### src/logic/core_pkg.sv
// Shared types, encodings and flag positions, imported by every block of the core
package core_pkg;

    typedef logic [7:0]  byte_t;
    typedef logic [15:0] word_t;
    typedef logic [15:0] addr_t;
    typedef logic [2:0]  reg_idx_t;
    typedef logic [15:0] flags_t;

    // Register numbers in opcode encoding order
    typedef enum reg_idx_t {
        AX, CX, DX, BX, SP, BP, SI, DI
    } reg_idx_e;

    // Byte registers reuse the same numbers
    localparam reg_idx_t AL = 3'd0;
    localparam reg_idx_t CL = 3'd1;
    localparam reg_idx_t DL = 3'd2;
    localparam reg_idx_t BL = 3'd3;
    localparam reg_idx_t AH = 3'd4;
    localparam reg_idx_t CH = 3'd5;
    localparam reg_idx_t DH = 3'd6;
    localparam reg_idx_t BH = 3'd7;

    // Same order as opcode bits 5:3
    typedef enum logic [2:0] {
        ADD, OR, ADC, SBB, AND, SUB, XOR, CMP
    } alu_op_e;

    localparam int CF_BIT = 0;
    localparam int PF_BIT = 2;
    localparam int AF_BIT = 4;
    localparam int ZF_BIT = 6;
    localparam int SF_BIT = 7;
    localparam int OF_BIT = 11;

    typedef enum logic [1:0] {
        LOAD, RUN, WB, HALT
    } state_e;

    typedef struct packed {
        logic     enable;
        logic     word;
        reg_idx_t index;
        word_t    data;
    } reg_write_t;

    typedef struct packed {
        alu_op_e op;
        logic    size;
        logic    carry_in;
        word_t   op1;
        word_t   op2;
    } alu_req_t;

    typedef struct packed {
        word_t  result;
        flags_t flags;
    } alu_res_t;

endpackage

### src/logic/core_alu.sv
// Combinational byte/word ALU for the eight 8088 arithmetic and logic operations
`timescale 1ns/1ps

module core_alu import core_pkg::*; (
    input  alu_req_t req,
    output alu_res_t res
);

    logic [16:0] sum;
    logic [16:0] carries;
    logic        cin;
    logic        arith;
    logic        cf;
    logic        of;
    word_t       r;

    // Only ADC and SBB take the incoming carry
    assign cin = req.carry_in && (req.op == ADC || req.op == SBB);

    always_comb begin
        sum   = '0;
        arith = 1'b1;
        case (req.op)
            ADD, ADC: begin
                sum = {1'b0, req.op1} + {1'b0, req.op2} + {16'd0, cin};
            end
            SUB, SBB, CMP: begin
                sum = {1'b0, req.op1} - {1'b0, req.op2} - {16'd0, cin};
            end
            OR: begin
                sum   = {1'b0, req.op1 | req.op2};
                arith = 1'b0;
            end
            AND: begin
                sum   = {1'b0, req.op1 & req.op2};
                arith = 1'b0;
            end
            default: begin
                sum   = {1'b0, req.op1 ^ req.op2};
                arith = 1'b0;
            end
        endcase
    end

    // Carry or borrow into each bit position, bit 16 is the word carry out
    assign carries = sum ^ {1'b0, req.op1} ^ {1'b0, req.op2};
    assign r       = sum[15:0];

    // Taken at the top bit of the active width
    assign cf = arith && (req.size ? carries[16] : carries[8]);
    assign of = arith && (req.size ? (carries[16] ^ carries[15]) : (carries[8] ^ carries[7]));

    always_comb begin
        res.result         = r;
        res.flags          = '0;
        res.flags[CF_BIT]  = cf;
        res.flags[PF_BIT]  = ~^r[7:0];
        res.flags[AF_BIT]  = arith && carries[4];
        res.flags[ZF_BIT]  = req.size ? (r == 16'd0) : (r[7:0] == 8'd0);
        res.flags[SF_BIT]  = req.size ? r[15] : r[7];
        res.flags[OF_BIT]  = of;
    end

endmodule

### src/logic/core_regfile.sv
// General register file AX..DI with byte writes to AL..BH, read combinationally
`timescale 1ns/1ps

module core_regfile import core_pkg::*; (
    input  logic       clock,
    input  logic       reset_n,
    input  logic       ce,
    input  reg_write_t reg_wr,
    input  reg_idx_t   rd_a,
    input  reg_idx_t   rd_b,
    output word_t      rd_a_data,
    output word_t      rd_b_data
);

    word_t regs [8];

    always_ff @(posedge clock) begin
        if (!reset_n) begin
            for (int i = 0; i < 8; i++) begin
                regs[i] <= '0;
            end
        end else if (ce && reg_wr.enable) begin
            if (reg_wr.word) begin
                regs[reg_wr.index] <= reg_wr.data;
            end else begin
                case (reg_wr.index)
                    AL, CL, DL, BL: begin
                        regs[reg_wr.index][7:0] <= reg_wr.data[7:0];
                    end
                    // Indices 4..7 are the high halves of AX..BX
                    AH, CH, DH, BH: begin
                        regs[{1'b0, reg_wr.index[1:0]}][15:8] <= reg_wr.data[7:0];
                    end
                endcase
            end
        end
    end

    // Full words; byte selection is up to the reader
    assign rd_a_data = regs[rd_a];
    assign rd_b_data = regs[rd_b];

endmodule

### src/logic/core_sequencer.sv
// Fetch and execute control of the core; owns IP, flags and the memory bus
`timescale 1ns/1ps

module core_sequencer import core_pkg::*; (
    input  logic       clock,
    input  logic       reset_n,
    input  logic       ce,
    output addr_t      address,
    input  byte_t      in,
    output byte_t      out,
    output logic       we,
    output reg_write_t reg_wr,
    output reg_idx_t   rd_a,
    output reg_idx_t   rd_b,
    input  word_t      rd_a_data,
    input  word_t      rd_b_data,
    output alu_req_t   alu_req,
    input  alu_res_t   alu_res
);

    localparam flags_t ARITH_MASK = (flags_t'(1) << CF_BIT) | (flags_t'(1) << PF_BIT) |
                                    (flags_t'(1) << AF_BIT) | (flags_t'(1) << ZF_BIT) |
                                    (flags_t'(1) << SF_BIT) | (flags_t'(1) << OF_BIT);
    // INC and DEC leave the carry alone
    localparam flags_t INCDEC_MASK = ARITH_MASK & ~(flags_t'(1) << CF_BIT);

    state_e     state;
    addr_t      ip;
    addr_t      ea;
    byte_t      opcode;
    logic [1:0] m;
    word_t      wb;
    flags_t     flags;

    logic is_alu_i;
    logic is_incdec;
    logic is_acc_mem;
    logic is_mov_i;
    logic cond;
    logic jcc_taken;

    function automatic flags_t merge_flags(flags_t cur, flags_t alu, flags_t mask);
        return (cur & ~mask) | (alu & mask);
    endfunction

    // Instruction classes of the latched opcode
    assign is_alu_i   = (opcode[7:6] == 2'b00) && (opcode[2:1] == 2'b10);
    assign is_incdec  = (opcode[7:4] == 4'h4);
    assign is_acc_mem = (opcode[7:2] == 6'b1010_00);
    assign is_mov_i   = (opcode[7:4] == 4'hB);

    // Jcc condition table, odd opcodes negate
    always_comb begin
        case (in[3:1])
            3'd0:    cond = flags[OF_BIT];
            3'd1:    cond = flags[CF_BIT];
            3'd2:    cond = flags[ZF_BIT];
            3'd3:    cond = flags[CF_BIT] | flags[ZF_BIT];
            3'd4:    cond = flags[SF_BIT];
            3'd5:    cond = flags[PF_BIT];
            3'd6:    cond = flags[SF_BIT] ^ flags[OF_BIT];
            default: cond = (flags[SF_BIT] ^ flags[OF_BIT]) | flags[ZF_BIT];
        endcase
    end

    assign jcc_taken = cond ^ in[0];

    // Bus side
    // ----------------------------------------
    // Data cycles of A0..A3 are m = 2 and m = 3
    assign address = (state == RUN && is_acc_mem && m[1]) ? ea : ip;
    assign we      = ce && state == RUN && is_acc_mem && opcode[1] && m[1];
    assign out     = m[0] ? rd_a_data[15:8] : rd_a_data[7:0];

    // Port A is the accumulator, port B the register named in the opcode
    assign rd_a = AX;
    assign rd_b = opcode[2:0];

    always_comb begin
        alu_req.op       = is_incdec ? (opcode[3] ? SUB : ADD) : alu_op_e'(opcode[5:3]);
        alu_req.size     = is_incdec | opcode[0];
        alu_req.carry_in = flags[CF_BIT];
        alu_req.op1      = is_incdec ? rd_b_data : rd_a_data;
        alu_req.op2      = is_incdec ? 16'd1 : wb;
    end

    // Register writes
    always_comb begin
        reg_wr = '0;
        case (state)
            RUN: begin
                // Last immediate byte of MOV r,imm
                if (is_mov_i && m == {1'b0, opcode[3]}) begin
                    reg_wr.enable = 1'b1;
                    reg_wr.word   = opcode[3];
                    reg_wr.index  = opcode[2:0];
                    reg_wr.data   = opcode[3] ? {in, wb[7:0]} : {8'h00, in};
                end
                // Loaded byte into AL then AH
                if (is_acc_mem && !opcode[1] && m[1]) begin
                    reg_wr.enable = 1'b1;
                    reg_wr.word   = 1'b0;
                    reg_wr.index  = m[0] ? AH : AL;
                    reg_wr.data   = {8'h00, in};
                end
            end
            WB: begin
                reg_wr.enable = (alu_req.op != CMP);
                reg_wr.word   = alu_req.size;
                reg_wr.index  = is_incdec ? opcode[2:0] : reg_idx_t'(AX);
                reg_wr.data   = is_incdec ? wb : alu_res.result;
            end
            default: ;
        endcase
    end

    // State machine
    // ----------------------------------------
    always_ff @(posedge clock) begin
        if (!reset_n) begin
            state  <= LOAD;
            ip     <= '0;
            m      <= '0;
            opcode <= '0;
            flags  <= '0;
        end else if (ce) begin
            case (state)
                LOAD: begin
                    opcode <= in;
                    m      <= '0;
                    ip     <= ip + 16'd1;
                    casez (in)
                        8'b00??_?10?, 8'b0100_????, 8'b1010_00??, 8'b1011_????, 8'hEB: begin
                            state <= RUN;
                        end
                        8'b0111_????: begin
                            if (jcc_taken) begin
                                state <= RUN;
                            end else begin
                                ip <= ip + 16'd2;
                            end
                        end
                        8'hF4: begin
                            ip    <= ip;
                            state <= HALT;
                        end
                        8'hF5: flags[CF_BIT] <= ~flags[CF_BIT];
                        8'hF8, 8'hF9: flags[CF_BIT] <= in[0];
                        default: ;
                    endcase
                end
                RUN: begin
                    if (is_alu_i) begin
                        if (m == 2'd0) begin
                            wb <= {8'h00, in};
                        end else begin
                            wb[15:8] <= in;
                        end
                        ip <= ip + 16'd1;
                        m  <= m + 2'd1;
                        if (m == 2'd1 || !opcode[0]) begin
                            state <= WB;
                        end
                    end else if (is_incdec) begin
                        wb    <= alu_res.result;
                        flags <= merge_flags(flags, alu_res.flags, INCDEC_MASK);
                        state <= WB;
                    end else if (is_acc_mem) begin
                        m <= m + 2'd1;
                        case (m)
                            2'd0: begin
                                ea[7:0] <= in;
                                ip      <= ip + 16'd1;
                            end
                            2'd1: begin
                                ea[15:8] <= in;
                                ip       <= ip + 16'd1;
                            end
                            2'd2: begin
                                ea <= ea + 16'd1;
                                if (!opcode[0]) begin
                                    state <= LOAD;
                                end
                            end
                            default: state <= LOAD;
                        endcase
                    end else if (is_mov_i) begin
                        wb[7:0] <= in;
                        ip      <= ip + 16'd1;
                        m       <= m + 2'd1;
                        if (m == 2'd1 || !opcode[3]) begin
                            state <= LOAD;
                        end
                    end else begin
                        // Taken Jcc or JMP short
                        ip    <= ip + 16'd1 + {{8{in[7]}}, in};
                        state <= LOAD;
                    end
                end
                WB: begin
                    if (is_alu_i) begin
                        flags <= merge_flags(flags, alu_res.flags, ARITH_MASK);
                    end
                    state <= LOAD;
                end
                // HALT waits for reset
                default: ;
            endcase
        end
    end

endmodule

### src/logic/core_top.sv
// Top level of the 8088 subset core; connect a byte-wide memory with combinational read
`timescale 1ns/1ps

module core_top import core_pkg::*; (
    input  logic  clock,
    input  logic  reset_n,
    input  logic  ce,
    output addr_t address,
    input  byte_t in,
    output byte_t out,
    output logic  we
);

    reg_write_t reg_wr;
    reg_idx_t   rd_a;
    reg_idx_t   rd_b;
    word_t      rd_a_data;
    word_t      rd_b_data;
    alu_req_t   alu_req;
    alu_res_t   alu_res;

    core_sequencer i_core_sequencer (
        .clock     (clock),
        .reset_n   (reset_n),
        .ce        (ce),
        .address   (address),
        .in        (in),
        .out       (out),
        .we        (we),
        .reg_wr    (reg_wr),
        .rd_a      (rd_a),
        .rd_b      (rd_b),
        .rd_a_data (rd_a_data),
        .rd_b_data (rd_b_data),
        .alu_req   (alu_req),
        .alu_res   (alu_res)
    );

    core_regfile i_core_regfile (
        .clock     (clock),
        .reset_n   (reset_n),
        .ce        (ce),
        .reg_wr    (reg_wr),
        .rd_a      (rd_a),
        .rd_b      (rd_b),
        .rd_a_data (rd_a_data),
        .rd_b_data (rd_b_data)
    );

    core_alu i_core_alu (
        .req (alu_req),
        .res (alu_res)
    );

endmodule
### config.mk
export PLATFORM = sky130hd
export DESIGN_NAME = core_top
export DESIGN_NICKNAME = d
export VERILOG_FILES = /design/src/logic/core_pkg.sv /design/src/logic/core_alu.sv /design/src/logic/core_regfile.sv /design/src/logic/core_sequencer.sv /design/src/logic/core_top.sv
export SDC_FILE = /design/constraint.sdc
export NUM_CORES = 1
export LEC_CHECK = 0
export ABC_AREA = 1
export BUFFER_PORTS_ARGS = -buffer_cell sky130_fd_sc_hd__buf_2
export CAP_MARGIN = 20
export CORE_MARGIN = 1.5
export CORE_UTILIZATION = 40
export CTS_BUF_LIST = sky130_fd_sc_hd__clkbuf_2
export CTS_CLUSTER_SIZE = 10
export DETAILED_ROUTE_END_ITERATION = 10
export SLEW_MARGIN = 20
export SYNTH_ARGS = -nofsm -noshare
export SYNTH_HDL_FRONTEND = slang
export SYNTH_SLANG_ARGS = --single-unit
### constraint.sdc
create_clock -name clock -period 10.63 [get_ports clock]
set_input_delay 2.126 -clock clock [delete_from_list [all_inputs] [get_ports clock]]
set_output_delay 2.126 -clock clock [all_outputs]
set_load 0.01 [all_outputs]
Yosys cells after proc, flatten, opt, wreduce, memory -nomap -nowiden
Memories as Yosys holds them, arrays and structs flattened. A register that Yosys moved wholly into a read port is not among the register bits.
Index checks and enable logic that the tools add are counted.
Widths: inputs -> output; s select.
- register bits: 76
- bits in writable memories: 128
- input bits: 11
- memories: 1
- memories (memory ; words ; width ; read ports ; clocked after memory_dff ; wr ports ; RTL line ; RTL):
    i_core_regfile.regs ; 8 ; 16 ; 2 ; 1 ; 8 ; core_regfile.sv:15 ; word_t regs [8];
- add/sub/neg operators: 9
- equal/unequal tests: 55
- mux-type cells: 83
- bitwise operators: 18
- reductions and logical operators: 57
- operators by type and width (cell ; number):
    $mux 16 ; 17
    $pmux 17 s4 ; 1
    $mux 8 ; 8
    $pmux 16 s2 ; 2
    $mux 21 ; 2
    $pmux 21 s2 ; 1
    $eq 8x8->1 const B ; 5
    $xor 17x16->17 ; 2
    $add 16x1->16 const B ; 2
    $or 16x12->16 ; 2
    $pmux 8 s2 ; 2
    $reduce_or 16->1 ; 2
    $eq 3x3->1 const B ; 10
    $pmux 15 s2 ; 1
    $mux 2 ; 14
    $mux 3 ; 8
    $mux 1 ; 20
    $eq 3x2->1 const B ; 6
    $add 16x16->17 ; 1
    $add 17x1->17 ; 1
    $sub 16x16->17 ; 1
    $sub 17x1->17 ; 1
    $add 16x16->16 ; 1
    $add 16x2->16 const B ; 1
    other kinds (51) ; 111

Longest topological paths before layout
Gate-level depths: netlist of the first run.
- depth in word-level cells: 20
- depth in mapped cells: 30
- gate-level depth less buffers: 28

By module
Synthesis of the first run repeated with hierarchy kept, for this count alone.
- cells, all modules: 2607
- area, all modules: 17455.5 um^2
- modules (own cells, without submodules) (module ; instances ; cells an instance ; area an instance (um^2) ; seq. area each (um^2)):
    core_regfile ; 1 ; 856 ; 7196.9 ; 3843.7
    core_sequencer ; 1 ; 1070 ; 6530.0 ; 1621.6
    core_alu ; 1 ; 681 ; 3728.6 ; 0.0

Least setup slack after synthesis of the first run
OpenSTA, ideal clock, no wires.
- path type: input to output
- start point: input port ce
- end point: output port we
- arrival time: 2495 ps
- path slack: 6009 ps
- stages on the path: 2
- buffers on the path: 0
- path through: inv_1 nor3_1
- longest elaborated chain between the ends: 4
- RTL lines (element ; RTL line ; RTL):
    start: declaration ; core_top.sv:7 ; input logic ce,
    $logic_and 1x1->1 (4 in a row) ; core_sequencer.sv:72 ; assign we = ce && state == RUN && is_acc_mem && opcode[1] && m[1];
    end: declaration ; core_top.sv:11 ; output logic we
Every way passes these cells.

Worst setup path after layout of the first run
- start point: register i_core_sequencer.state[1]
- end point: output port address[8]
- longest elaborated chain between the ends: 4
- RTL lines (element ; RTL line ; RTL):
    start: declaration ; core_sequencer.sv:27 ; state_e state;
    start signal: assignment ; core_sequencer.sv:121 ; state <= LOAD;
    start signal: assignment ; core_sequencer.sv:134 ; state <= RUN;
    start signal: assignment ; core_sequencer.sv:138 ; state <= RUN;
    $eq 2x1->1 ; core_sequencer.sv:71 ; assign address = (state == RUN && is_acc_mem && m[1]) ? ea : ip;
    $logic_and 1x1->1 (2 in a row) ; core_sequencer.sv:71 ;
    $mux 16 ; core_sequencer.sv:71 ;
    end: declaration ; core_top.sv:8 ; output addr_t address,
Every way passes these cells.

==> impl_metrics.ini, run 1 <==
[synth]
synth_ff_type = edfxtp_1
netlist_instances = 1926
synth-seq-cells = 196
synth_warnings = 0
async_flop_share_pct = 0
synth_area_per_cell_um2 = 7.48
syn_nets = 2031
yosys.area.top_type = edfxtp_1
synth.area.top_cells = edfxtp_1 (33%), nand2_1 (8.2%), o21ai_0 (7.8%), ha_1 (7.7%), nor2_1 (7.0%)
synth_common_cells = nand2_1 (314), nor2_1 (268), inv_1 (241)
yosysSeqAreaShare_pct = 38.3
synth.most_common_cell = nand2_1
netlist_area_um2 = 14400
synth_top_area_share_pct = 33.3
synth.distinct_cells = 47
synth_edf_count = 160

[global_route]
grt_first_pass_wirelength_um = 72000
track_usage_pct = 25.4
grt_pass1_vias = 12762
grt-ovfl-total = 0
antenna_found_initial = 1
grt_max_degree = 61

[die]
die_w_um = 193
ios = 36
num_rows = 69
coreArea_um2 = 35500
fp.dieH_um = 193
fp.dieArea_um2 = 37200
start_util_pct = 40.6

[clock_network]
cts_sinks = 196
cts_inserted_buffers = 17
clk_latency_ps = 850
cts_tree = built
path_clk_slew_ps = 300
post_cts_buffers = 0
post_cts_resized = 0
cts_hold_buf = 0
htreeDepth = 4
cts_root_buf = clkbuf_2
cts_buffer_depth = 2

[sta]
maxSlewViolCount = 0
rsz0062_at_grt = false
tightestPinTransition_ps = 891
hold_viol_final = 0
tns_ps = 0
final-setup-viol-count = 0
clock_skew_ps = 49.8
period_needed_ps = 5920
post-route-period-util_pct = 55.7
relSlewSlack_pct = 40.5
max_freq_ghz = 0.169

[setup_path]
critPathMaxFanout = 33
worst_r2r_endpoint = i_core_regfile.regs[5][10]
rrSetupSlack_ps = 5110
crit_arrival_ps = 3790
crit_path_top_delay_cell = nand2_1
end_kind = output port
required_ps = 8500
start_kind = flip-flop
crit_type = reg -> out
crit_path_frequent_cell = inv_1
r2r_cells = 23
max_stage_delay_ps = 560
cp_cell_sequence = inv_1 > ha_1 > buf_4 > inv_1 > nor2_1 > nand2_1 > o21ai_0 > buf_2

[finish]
fin_util_pct = 43.1
regArea_um2 = 5530
drive_gt1_share_pct = 5.85
final_area_um2 = 15300
fillCellCount = 3628
multi_input_area_um2 = 7680
fin_nets = 2023
area_growth_pct = 6.11

[routing]
firstDrtPassIters = 7
drc_errors = 0
vias_per_cell = 5.73
routed_wirelength_um = 46700
drt_iter0_drc = 1552
wl_per_cell_um = 19.5
ant_nets = 0
vias = 13720

[place]
dp_hpwl_um = 34000
dpl_cell_area_um2 = 15000
port_buffers = 35
gp_congestion = 0.977

[power]
ir_drop_mv = 0.0711
leakage_uw = 0.00616
powerDensity_nw_per_um2 = 147

[job]
cap_violations = 0

[hold_path]
worstHoldPathCells = 2
worstHoldStart = i_core_sequencer.flags[2]
hold_class = reg -> reg
worstHoldEndpoint = i_core_sequencer.flags[2]

[status]
outcome = finished clean
-- how the worst max path moves through the flow --
stage | to | cells after the start | startpoint | slack [ps]
5_1_grt | address[8] | 8 | i_core_sequencer.state[1] | 4410
3_3_place_gp | i_core_regfile.regs[5][12] | 25 | flip-flop | 5410
2_1_floorplan | we | 2 | ce | 6010
6_report | address[8] | 8 | i_core_sequencer.state[1] | 4710
4_1_cts | address[8] | 8 | i_core_sequencer.state[1] | 4680
3_5_place_dp | i_core_regfile.regs[5][10] | 23 | flip-flop | 5260
-- placed cells by master (no fill, tap or decap), types with 10 or more instances in the layout --
| cell type | count |
|---|---|
| nand3_1 | 81 |
| a21oi_1 | 161 |
| xnor2_1 | 10 |
| ha_1 | 89 |
| o211ai_1 | 36 |
| buf_2 | 35 |
| a31oi_1 | 10 |
| o221ai_1 | 26 |
| a211oi_1 | 10 |
| edfxtp_1 | 160 |
| nand2_1 | 314 |
| o22ai_1 | 22 |
| nor2_1 | 268 |
| xor2_1 | 24 |
| nand4_1 | 15 |
| nor3_1 | 29 |
| dfxtp_1 | 36 |
| clkbuf_2 | 18 |
| buf_4 | 12 |
| o21ai_0 | 226 |
| inv_1 | 241 |
-- registers in the layout, indices dropped and copies added (netlist names), named ones only --
name,count
i_core_regfile.regs,128
i_core_sequencer.ea,16
i_core_sequencer.ip,16
i_core_sequencer.wb,16
i_core_sequencer.opcode,8
i_core_sequencer.flags,5
i_core_sequencer.m,2
i_core_sequencer.state,2
-- routing by layer --
layer | track usage, % | wire length, um
met5 | 0 | 0
met4 | 7.33 | 940
met3 | 2.95 | 3190
met2 | 41.5 | 21900
met1 | 35.2 | 20700
-- logic make-up (layout without fill, tap and decap cells) --
logic type | count (synthesis) | count (layout) | synth area share [%]
XOR/XNOR | 34 | 34 | 2.07
flip-flops | 196 | 196 | 38.3
buffers and inverters | 325 | 330 | 8.59
other | 0 | 1 | 0
adder cells (fa/ha/maj) | 94 | 94 | 8.42
AND/OR/NAND/NOR | 739 | 739 | 21.2
AO/OA/AOI/OAI | 538 | 538 | 21.4
-- cell type report --
class,count,area share (%)
clock inverter,14,1.38
tap,461,3.77
antenna,1,0.0164
multi-input combinational,1405,50.2
sequential,196,36.1
inverter,251,6.16
timing repair buffer,47,1.73
clock buffer,18,0.589
-- critical path, delay by kind of cell (launching register included) --
family	cells	cell delay [ps]
fa+ha+maj	1	160
buf+inv	4	1020
compound gates	1	490
flops	1	400
simple gates	2	890
-- power by group --
part | leakage, uW | switching, uW | internal (uW) | total, uW
registers | 0.00191 | 45.1 | 873 | 919
logic | 0.00408 | 598 | 284 | 882
clock network | 0.000177 | 304 | 148 | 451
-- stage by stage --
step | hold WS, ps | cells | setup WS, ps | power (uW)
global route | 531 | 2393 | 4410 | 2380
floorplan | 424 | 1926 | 6010 | 1550
global placement | 457 | 2360 | 5410 | 1790
detailed placement | 471 | 2360 | 5260 | 1800
finish | 502 | 2393 | 4710 | 2250
CTS | 504 | 2392 | 4680 | 2240
Note: power is estimated with default switching activity, not from simulation.
==> run 2: changes to the inputs <==
==> constraint.sdc (replaced) <==
create_clock -name clock -period 5.7 [get_ports clock]
set_input_delay 1.14 -clock clock [delete_from_list [all_inputs] [get_ports clock]]
set_output_delay 1.14 -clock clock [all_outputs]
set_load 0.01 [all_outputs]
==> run 2 against run 1 <==
  * Total power increased by 82%
  * Die area stayed put
  * Final area is essentially flat
  * Global-route usage decreased by 0.11 points
  * Register-to-register slack got worse by 4500 ps
  * Clock skew down 2.3 ps
  * Wire length is 0.65% lower
  * Non-clock buffer count grew 6
  * Via count is essentially flat
  * Sequential cell count unchanged
  * Sequential share of layout area hardly changed
==> impl_metrics.ini, run 2 (synthesis results as in run 1) <==
[status]
outcome = finished clean

[power]
clockPowerShare_pct = 18.3
switchingPower_uw = 1750
power.internal_uw = 2350
p_seq_share_pct = 41.9
ir_drop_mv = 0.149
switching_share_pct = 42.8
combPwrFrac_pct = 39.7
leakage_uw = 0.00617
powerDensity_nw_per_um2 = 268

[place]
dp_hpwl_um = 34400
dpl_cell_area_um2 = 15000
port_buffers = 35
gp_congestion = 0.918

[sta]
relSlewSlack_pct = 36.9
tns_ps = 0
post-route-period-util_pct = 89.8
hold_viol_final = 0
hold_slack_ps = 505
rsz0062_at_grt = false
final-setup-viol-count = 0
period_needed_ps = 5120
tightestPinTransition_ps = 937
clock_skew_ps = 47.5
max_freq_ghz = 0.195
maxSlewViolCount = 0

[finish]
regMostFlops = i_core_regfile.regs
regArea_um2 = 5530
largest_reg_flops = 128
fillCellCount = 3665
area_growth_pct = 6.20
final_area_um2 = 15300
multi_input_area_um2 = 7680
final_common_cell = nand2_1
final_cell_mix = nand2_1 (314), nor2_1 (268), inv_1 (241)
drive_gt1_share_pct = 6.09
fin_nets = 2029

[die]
die_w_um = 193
num_rows = 69
ios = 36
start_util_pct = 40.6
coreArea_um2 = 35500
fp.dieArea_um2 = 37200
fp.dieH_um = 193

[clock_network]
cts_root_buf = clkbuf_2
htreeDepth = 4
post_cts_buffers = 0
cts_hold_buf = 0
path_clk_slew_ps = 330
cts_tree = built
cts_buffer_depth = 2
clk_latency_ps = 870
post_cts_resized = 0
cts_sinks = 196
cts_inserted_buffers = 17

[routing]
firstDrtPassIters = 6
routed_wirelength_um = 46400
vias = 13732
ant_nets = 0
drt_iter0_drc = 1370
wl_per_cell_um = 19.4
vias_per_cell = 5.72
drc_errors = 0

[setup_path]
start_kind = flip-flop
required_ps = 6320
crit_path_top_delay_cell = fa_1
max_stage_delay_ps = 510
crit_type = reg -> reg
end_kind = flip-flop
crit_arrival_ps = 5740
critPathMaxFanout = 49
cp_cell_sequence = buf_4 > o21ai_0 > o221ai_1 > o211ai_1 > o21ai_0 > inv_1 > fa_1 > fa_1 > inv_1 > nor2_1 > o21bai_1 > nand2_1 > nand2_1 > a21oi_1 > o21ai_0 > nand2_1 > o22ai_1 > o221ai_1 > a22oi_2 > nor2_1

[global_route]
antenna_found_initial = 1
grt_first_pass_wirelength_um = 71500
track_usage_pct = 25.3
grt_max_degree = 50
grt-ovfl-total = 0
grt_pass1_vias = 12911

[job]
cap_violations = 0

[hold_path]
worstHoldStart = i_core_sequencer.flags[6]
hold_class = reg -> reg
-- run 2: path summary, 6_finish.rpt --
path                                to  cells after the start  slack (ps)
min          i_core_sequencer.flags[6]                      2         500
min reg2reg  i_core_sequencer.flags[6]                      2         500
max          i_core_regfile.regs[3][8]                     20         580
max reg2reg  i_core_regfile.regs[3][8]                     20         580
-- run 2: final cells by class --
class                   instances  area share (%)
multi-input cells            1405            50.2
flip-flops and latches        196            36.1
inverters                     251            6.16
well taps                     461            3.77
repair buffers                 53            2.11
clock inverters                15            1.12
clock buffers                  17           0.556
diodes                          1          0.0163
-- run 2: power by group through the flow --
| stage | Sequential, uW | Combinational (uW) | Clock, uW |
|---|---|---|---|
| after floorplan | 1690 | 1190 | 0 |
| after global placement | 1750 | 1580 | 0 |
| after detailed placement | 1750 | 1600 | 0 |
| after CTS | 1720 | 1610 | 764 |
| after global routing | 1730 | 1810 | 806 |
| final | 1720 | 1630 | 753 |
-- run 2: metal layers --
metal | GRT usage [%] | part of all wire [%]
met4 | 10.2 | 3.3
met2 | 40.4 | 46
met5 | 0 | 0
met3 | 3.56 | 6.3
met1 | 34.4 | 45
-- run 2: worst max-delay path, delay by kind of cell (launching register included) --
family / cells / cell delay, ps
AO/OA/AOI/OAI: 10 / 2350
adder cells (fa/ha/maj): 2 / 960
buffers and inverters: 3 / 710
flip-flops: 1 / 430
AND/OR/NAND/NOR: 5 / 420
-- run 2: stage by stage --
stage | utilization [%] | cells | worst slack [ps] | total power (uW)
after floorplan | - | 1926 | 1250 | 2890
after global placement | 42.4 | 2366 | 798 | 3330
after detailed placement | 42.4 | 2366 | 735 | 3350
after CTS | 43.1 | 2398 | 655 | 4090
after global routing | 43.1 | 2399 | 204 | 4350
final | 43.1 | 2399 | 581 | 4100
==> run 3: changes to the inputs <==
--- a/config.mk
+++ b/config.mk
@@ -13,6 +13,7 @@
 export CTS_BUF_LIST = sky130_fd_sc_hd__clkbuf_2
 export CTS_CLUSTER_SIZE = 10
 export DETAILED_ROUTE_END_ITERATION = 10
+export PLACE_DENSITY = 0.58
 export SLEW_MARGIN = 20
 export SYNTH_ARGS = -nofsm -noshare
 export SYNTH_HDL_FRONTEND = slang
==> run 3 against run 2 <==
  * Wire length rose by 1.1%
  * Register-to-register slack got worse by 100 ps
  * Via count increased by 0.57%
  * Fmax fell by 1.9%
  * Global-route usage rose by 0.40 points
  * Die area stayed put
  * Sequential power about the same
  * Clock power barely moved
  * Worst hold slack got worse by 21 ps
  * Final area is 0.19% higher
  * First-iteration DRC count rose by 8.7%
  * Critical path depth is 2 higher
  * Largest power group unchanged
  * Highest routed layer unchanged
==> impl_metrics.ini, run 3 (synthesis results as in run 1) <==
[status]
outcome = finished clean

[hold_path]
worstHoldEndpoint = i_core_sequencer.flags[2]
hold_class = reg -> reg
worstHoldStart = i_core_sequencer.flags[2]
worstHoldPathCells = 2

[sta]
post-route-period-util_pct = 91.6
hold_viol_final = 0
tightestPinTransition_ps = 891
maxSlewViolCount = 0
relSlewSlack_pct = 40.0
max_freq_ghz = 0.192
period_needed_ps = 5220
final-setup-viol-count = 0
rsz0062_at_grt = false
hold_slack_ps = 484
clock_skew_ps = 50.8
tns_ps = 0

[die]
start_util_pct = 40.6
fp.dieH_um = 193
fp.dieArea_um2 = 37200
num_rows = 69
ios = 36
coreArea_um2 = 35500
die_w_um = 193

[power]
powerDensity_nw_per_um2 = 269
ir_drop_mv = 0.146
switching_share_pct = 43.6
power.internal_uw = 2320
clockPowerShare_pct = 18.3
p_seq_share_pct = 41.7
switchingPower_uw = 1790
combPwrFrac_pct = 39.9
total_power_uw = 4120
leakage_uw = 0.00618

[finish]
regMostFlops = i_core_regfile.regs
final_common_cell = nand2_1
largest_reg_flops = 128
area_growth_pct = 6.40
final_area_um2 = 15300
drive_gt1_share_pct = 6.09
fin_nets = 2029
fin_cells = 2400
final_cell_mix = nand2_1 (314), nor2_1 (268), inv_1 (241)
fillCellCount = 3643

[global_route]
grt_max_degree = 50
grt_pass1_vias = 12737
grt-ovfl-total = 0
antenna_found_initial = 2
grt_first_pass_wirelength_um = 72500
track_usage_pct = 25.7

[clock_network]
post_cts_resized = 0
post_cts_buffers = 0
cts_buffer_depth = 2
cts_inserted_buffers = 17
cts_hold_buf = 0
clk_latency_ps = 880
cts_sinks = 196
cts_root_buf = clkbuf_2
path_clk_slew_ps = 350
cts_tree = built
htreeDepth = 4

[setup_path]
worst_r2r_endpoint = i_core_regfile.regs[7][10]
required_ps = 6350
critPathMaxFanout = 49
end_kind = flip-flop
crit_path_top_delay_cell = fa_1
crit_arrival_ps = 5870
crit_type = reg -> reg
cp.depth = 22
cp_cell_sequence = buf_4 > o21ai_0 > o221ai_1 > o211ai_1 > o21ai_0 > inv_1 > fa_1 > fa_1 > inv_1 > nor2_1 > o21bai_1 > nand2_1 > nand2_1 > nand2_1 > a21oi_1 > a21oi_1 > o21ai_0 > nand3_1 > a21oi_1 > o221ai_1 > a21oi_2 > nor2_1
start_kind = flip-flop
r2r_cells = 22
max_stage_delay_ps = 510
path_buf_inv = 3
rrSetupSlack_ps = 480
critPathTopFamily = compound AO/OA/AOI/OAI gates

[routing]
vias_per_cell = 5.75
wl_per_cell_um = 19.6
drc_errors = 0
firstDrtPassIters = 6
routed_wirelength_um = 47000
vias = 13810
drt_iter0_drc = 1489
ant_nets = 0

[place]
gp_congestion = 0.912
post-place-cells = 2366
dpl_cell_area_um2 = 15100
port_buffers = 35
dp_hpwl_um = 34600

[job]
cap_violations = 0
==> run 3: how the worst max path moves through the flow <==
stage | startpoint | endpoint | slack, ps
floorplan | i_core_sequencer.opcode[5] | i_core_sequencer.flags[2] | 1250
global placement | flip-flop | i_core_regfile.regs[7][10] | 730
detailed placement | flip-flop | i_core_regfile.regs[7][10] | 620
CTS | flip-flop | i_core_regfile.regs[7][10] | 560
global route | flip-flop | i_core_regfile.regs[4][10] | 50
finish | flip-flop | i_core_regfile.regs[7][10] | 480
==> run 3: through the flow <==
step	setup WS, ps	util (%)
6_report	481	43.2
5_1_grt	50.4	43.2
4_1_cts	564	43.2
3_5_place_dp	622	42.4
3_3_place_gp	731	42.4
2_1_floorplan	1250	-
==> run 3: cell type report <==
class	instances	area, um2	area share [%]
timing repair buffer	53	339	2.21
multi-input combinational	1405	7670	50.0
inverter	251	942	6.14
antenna	2	5.00	0.0326
clock inverter	15	186	1.22
sequential	196	5530	36.0
tap	461	577	3.76
clock buffer	17	85.1	0.555
==> run 3: tightest hold or removal path, stage by stage, from the launching register on <==
cell	delay, ps
dfxtp_1	400
inv_1	50
a21oi_1	50
==> run 3: per-layer routing <==
metal / global-route usage (%) / vias to the layer above / part of all wire, %
met5: 0 / - / 0
met4: 7.84 / 0 / 2.4
met3: 3.35 / 61 / 6.9
met2: 41.7 / 539 / 46
met1: 35.5 / 6611 / 44
li1: - / 6599 / -
==> run 3: power groups by stage <==
stage / registers, uW / clock network, uW / logic (uW)
floorplan: 1690 / 0 / 1190
global placement: 1750 / 0 / 1600
detailed placement: 1750 / 0 / 1610
CTS: 1720 / 763 / 1620
global route: 1730 / 811 / 1840
finish: 1720 / 756 / 1650
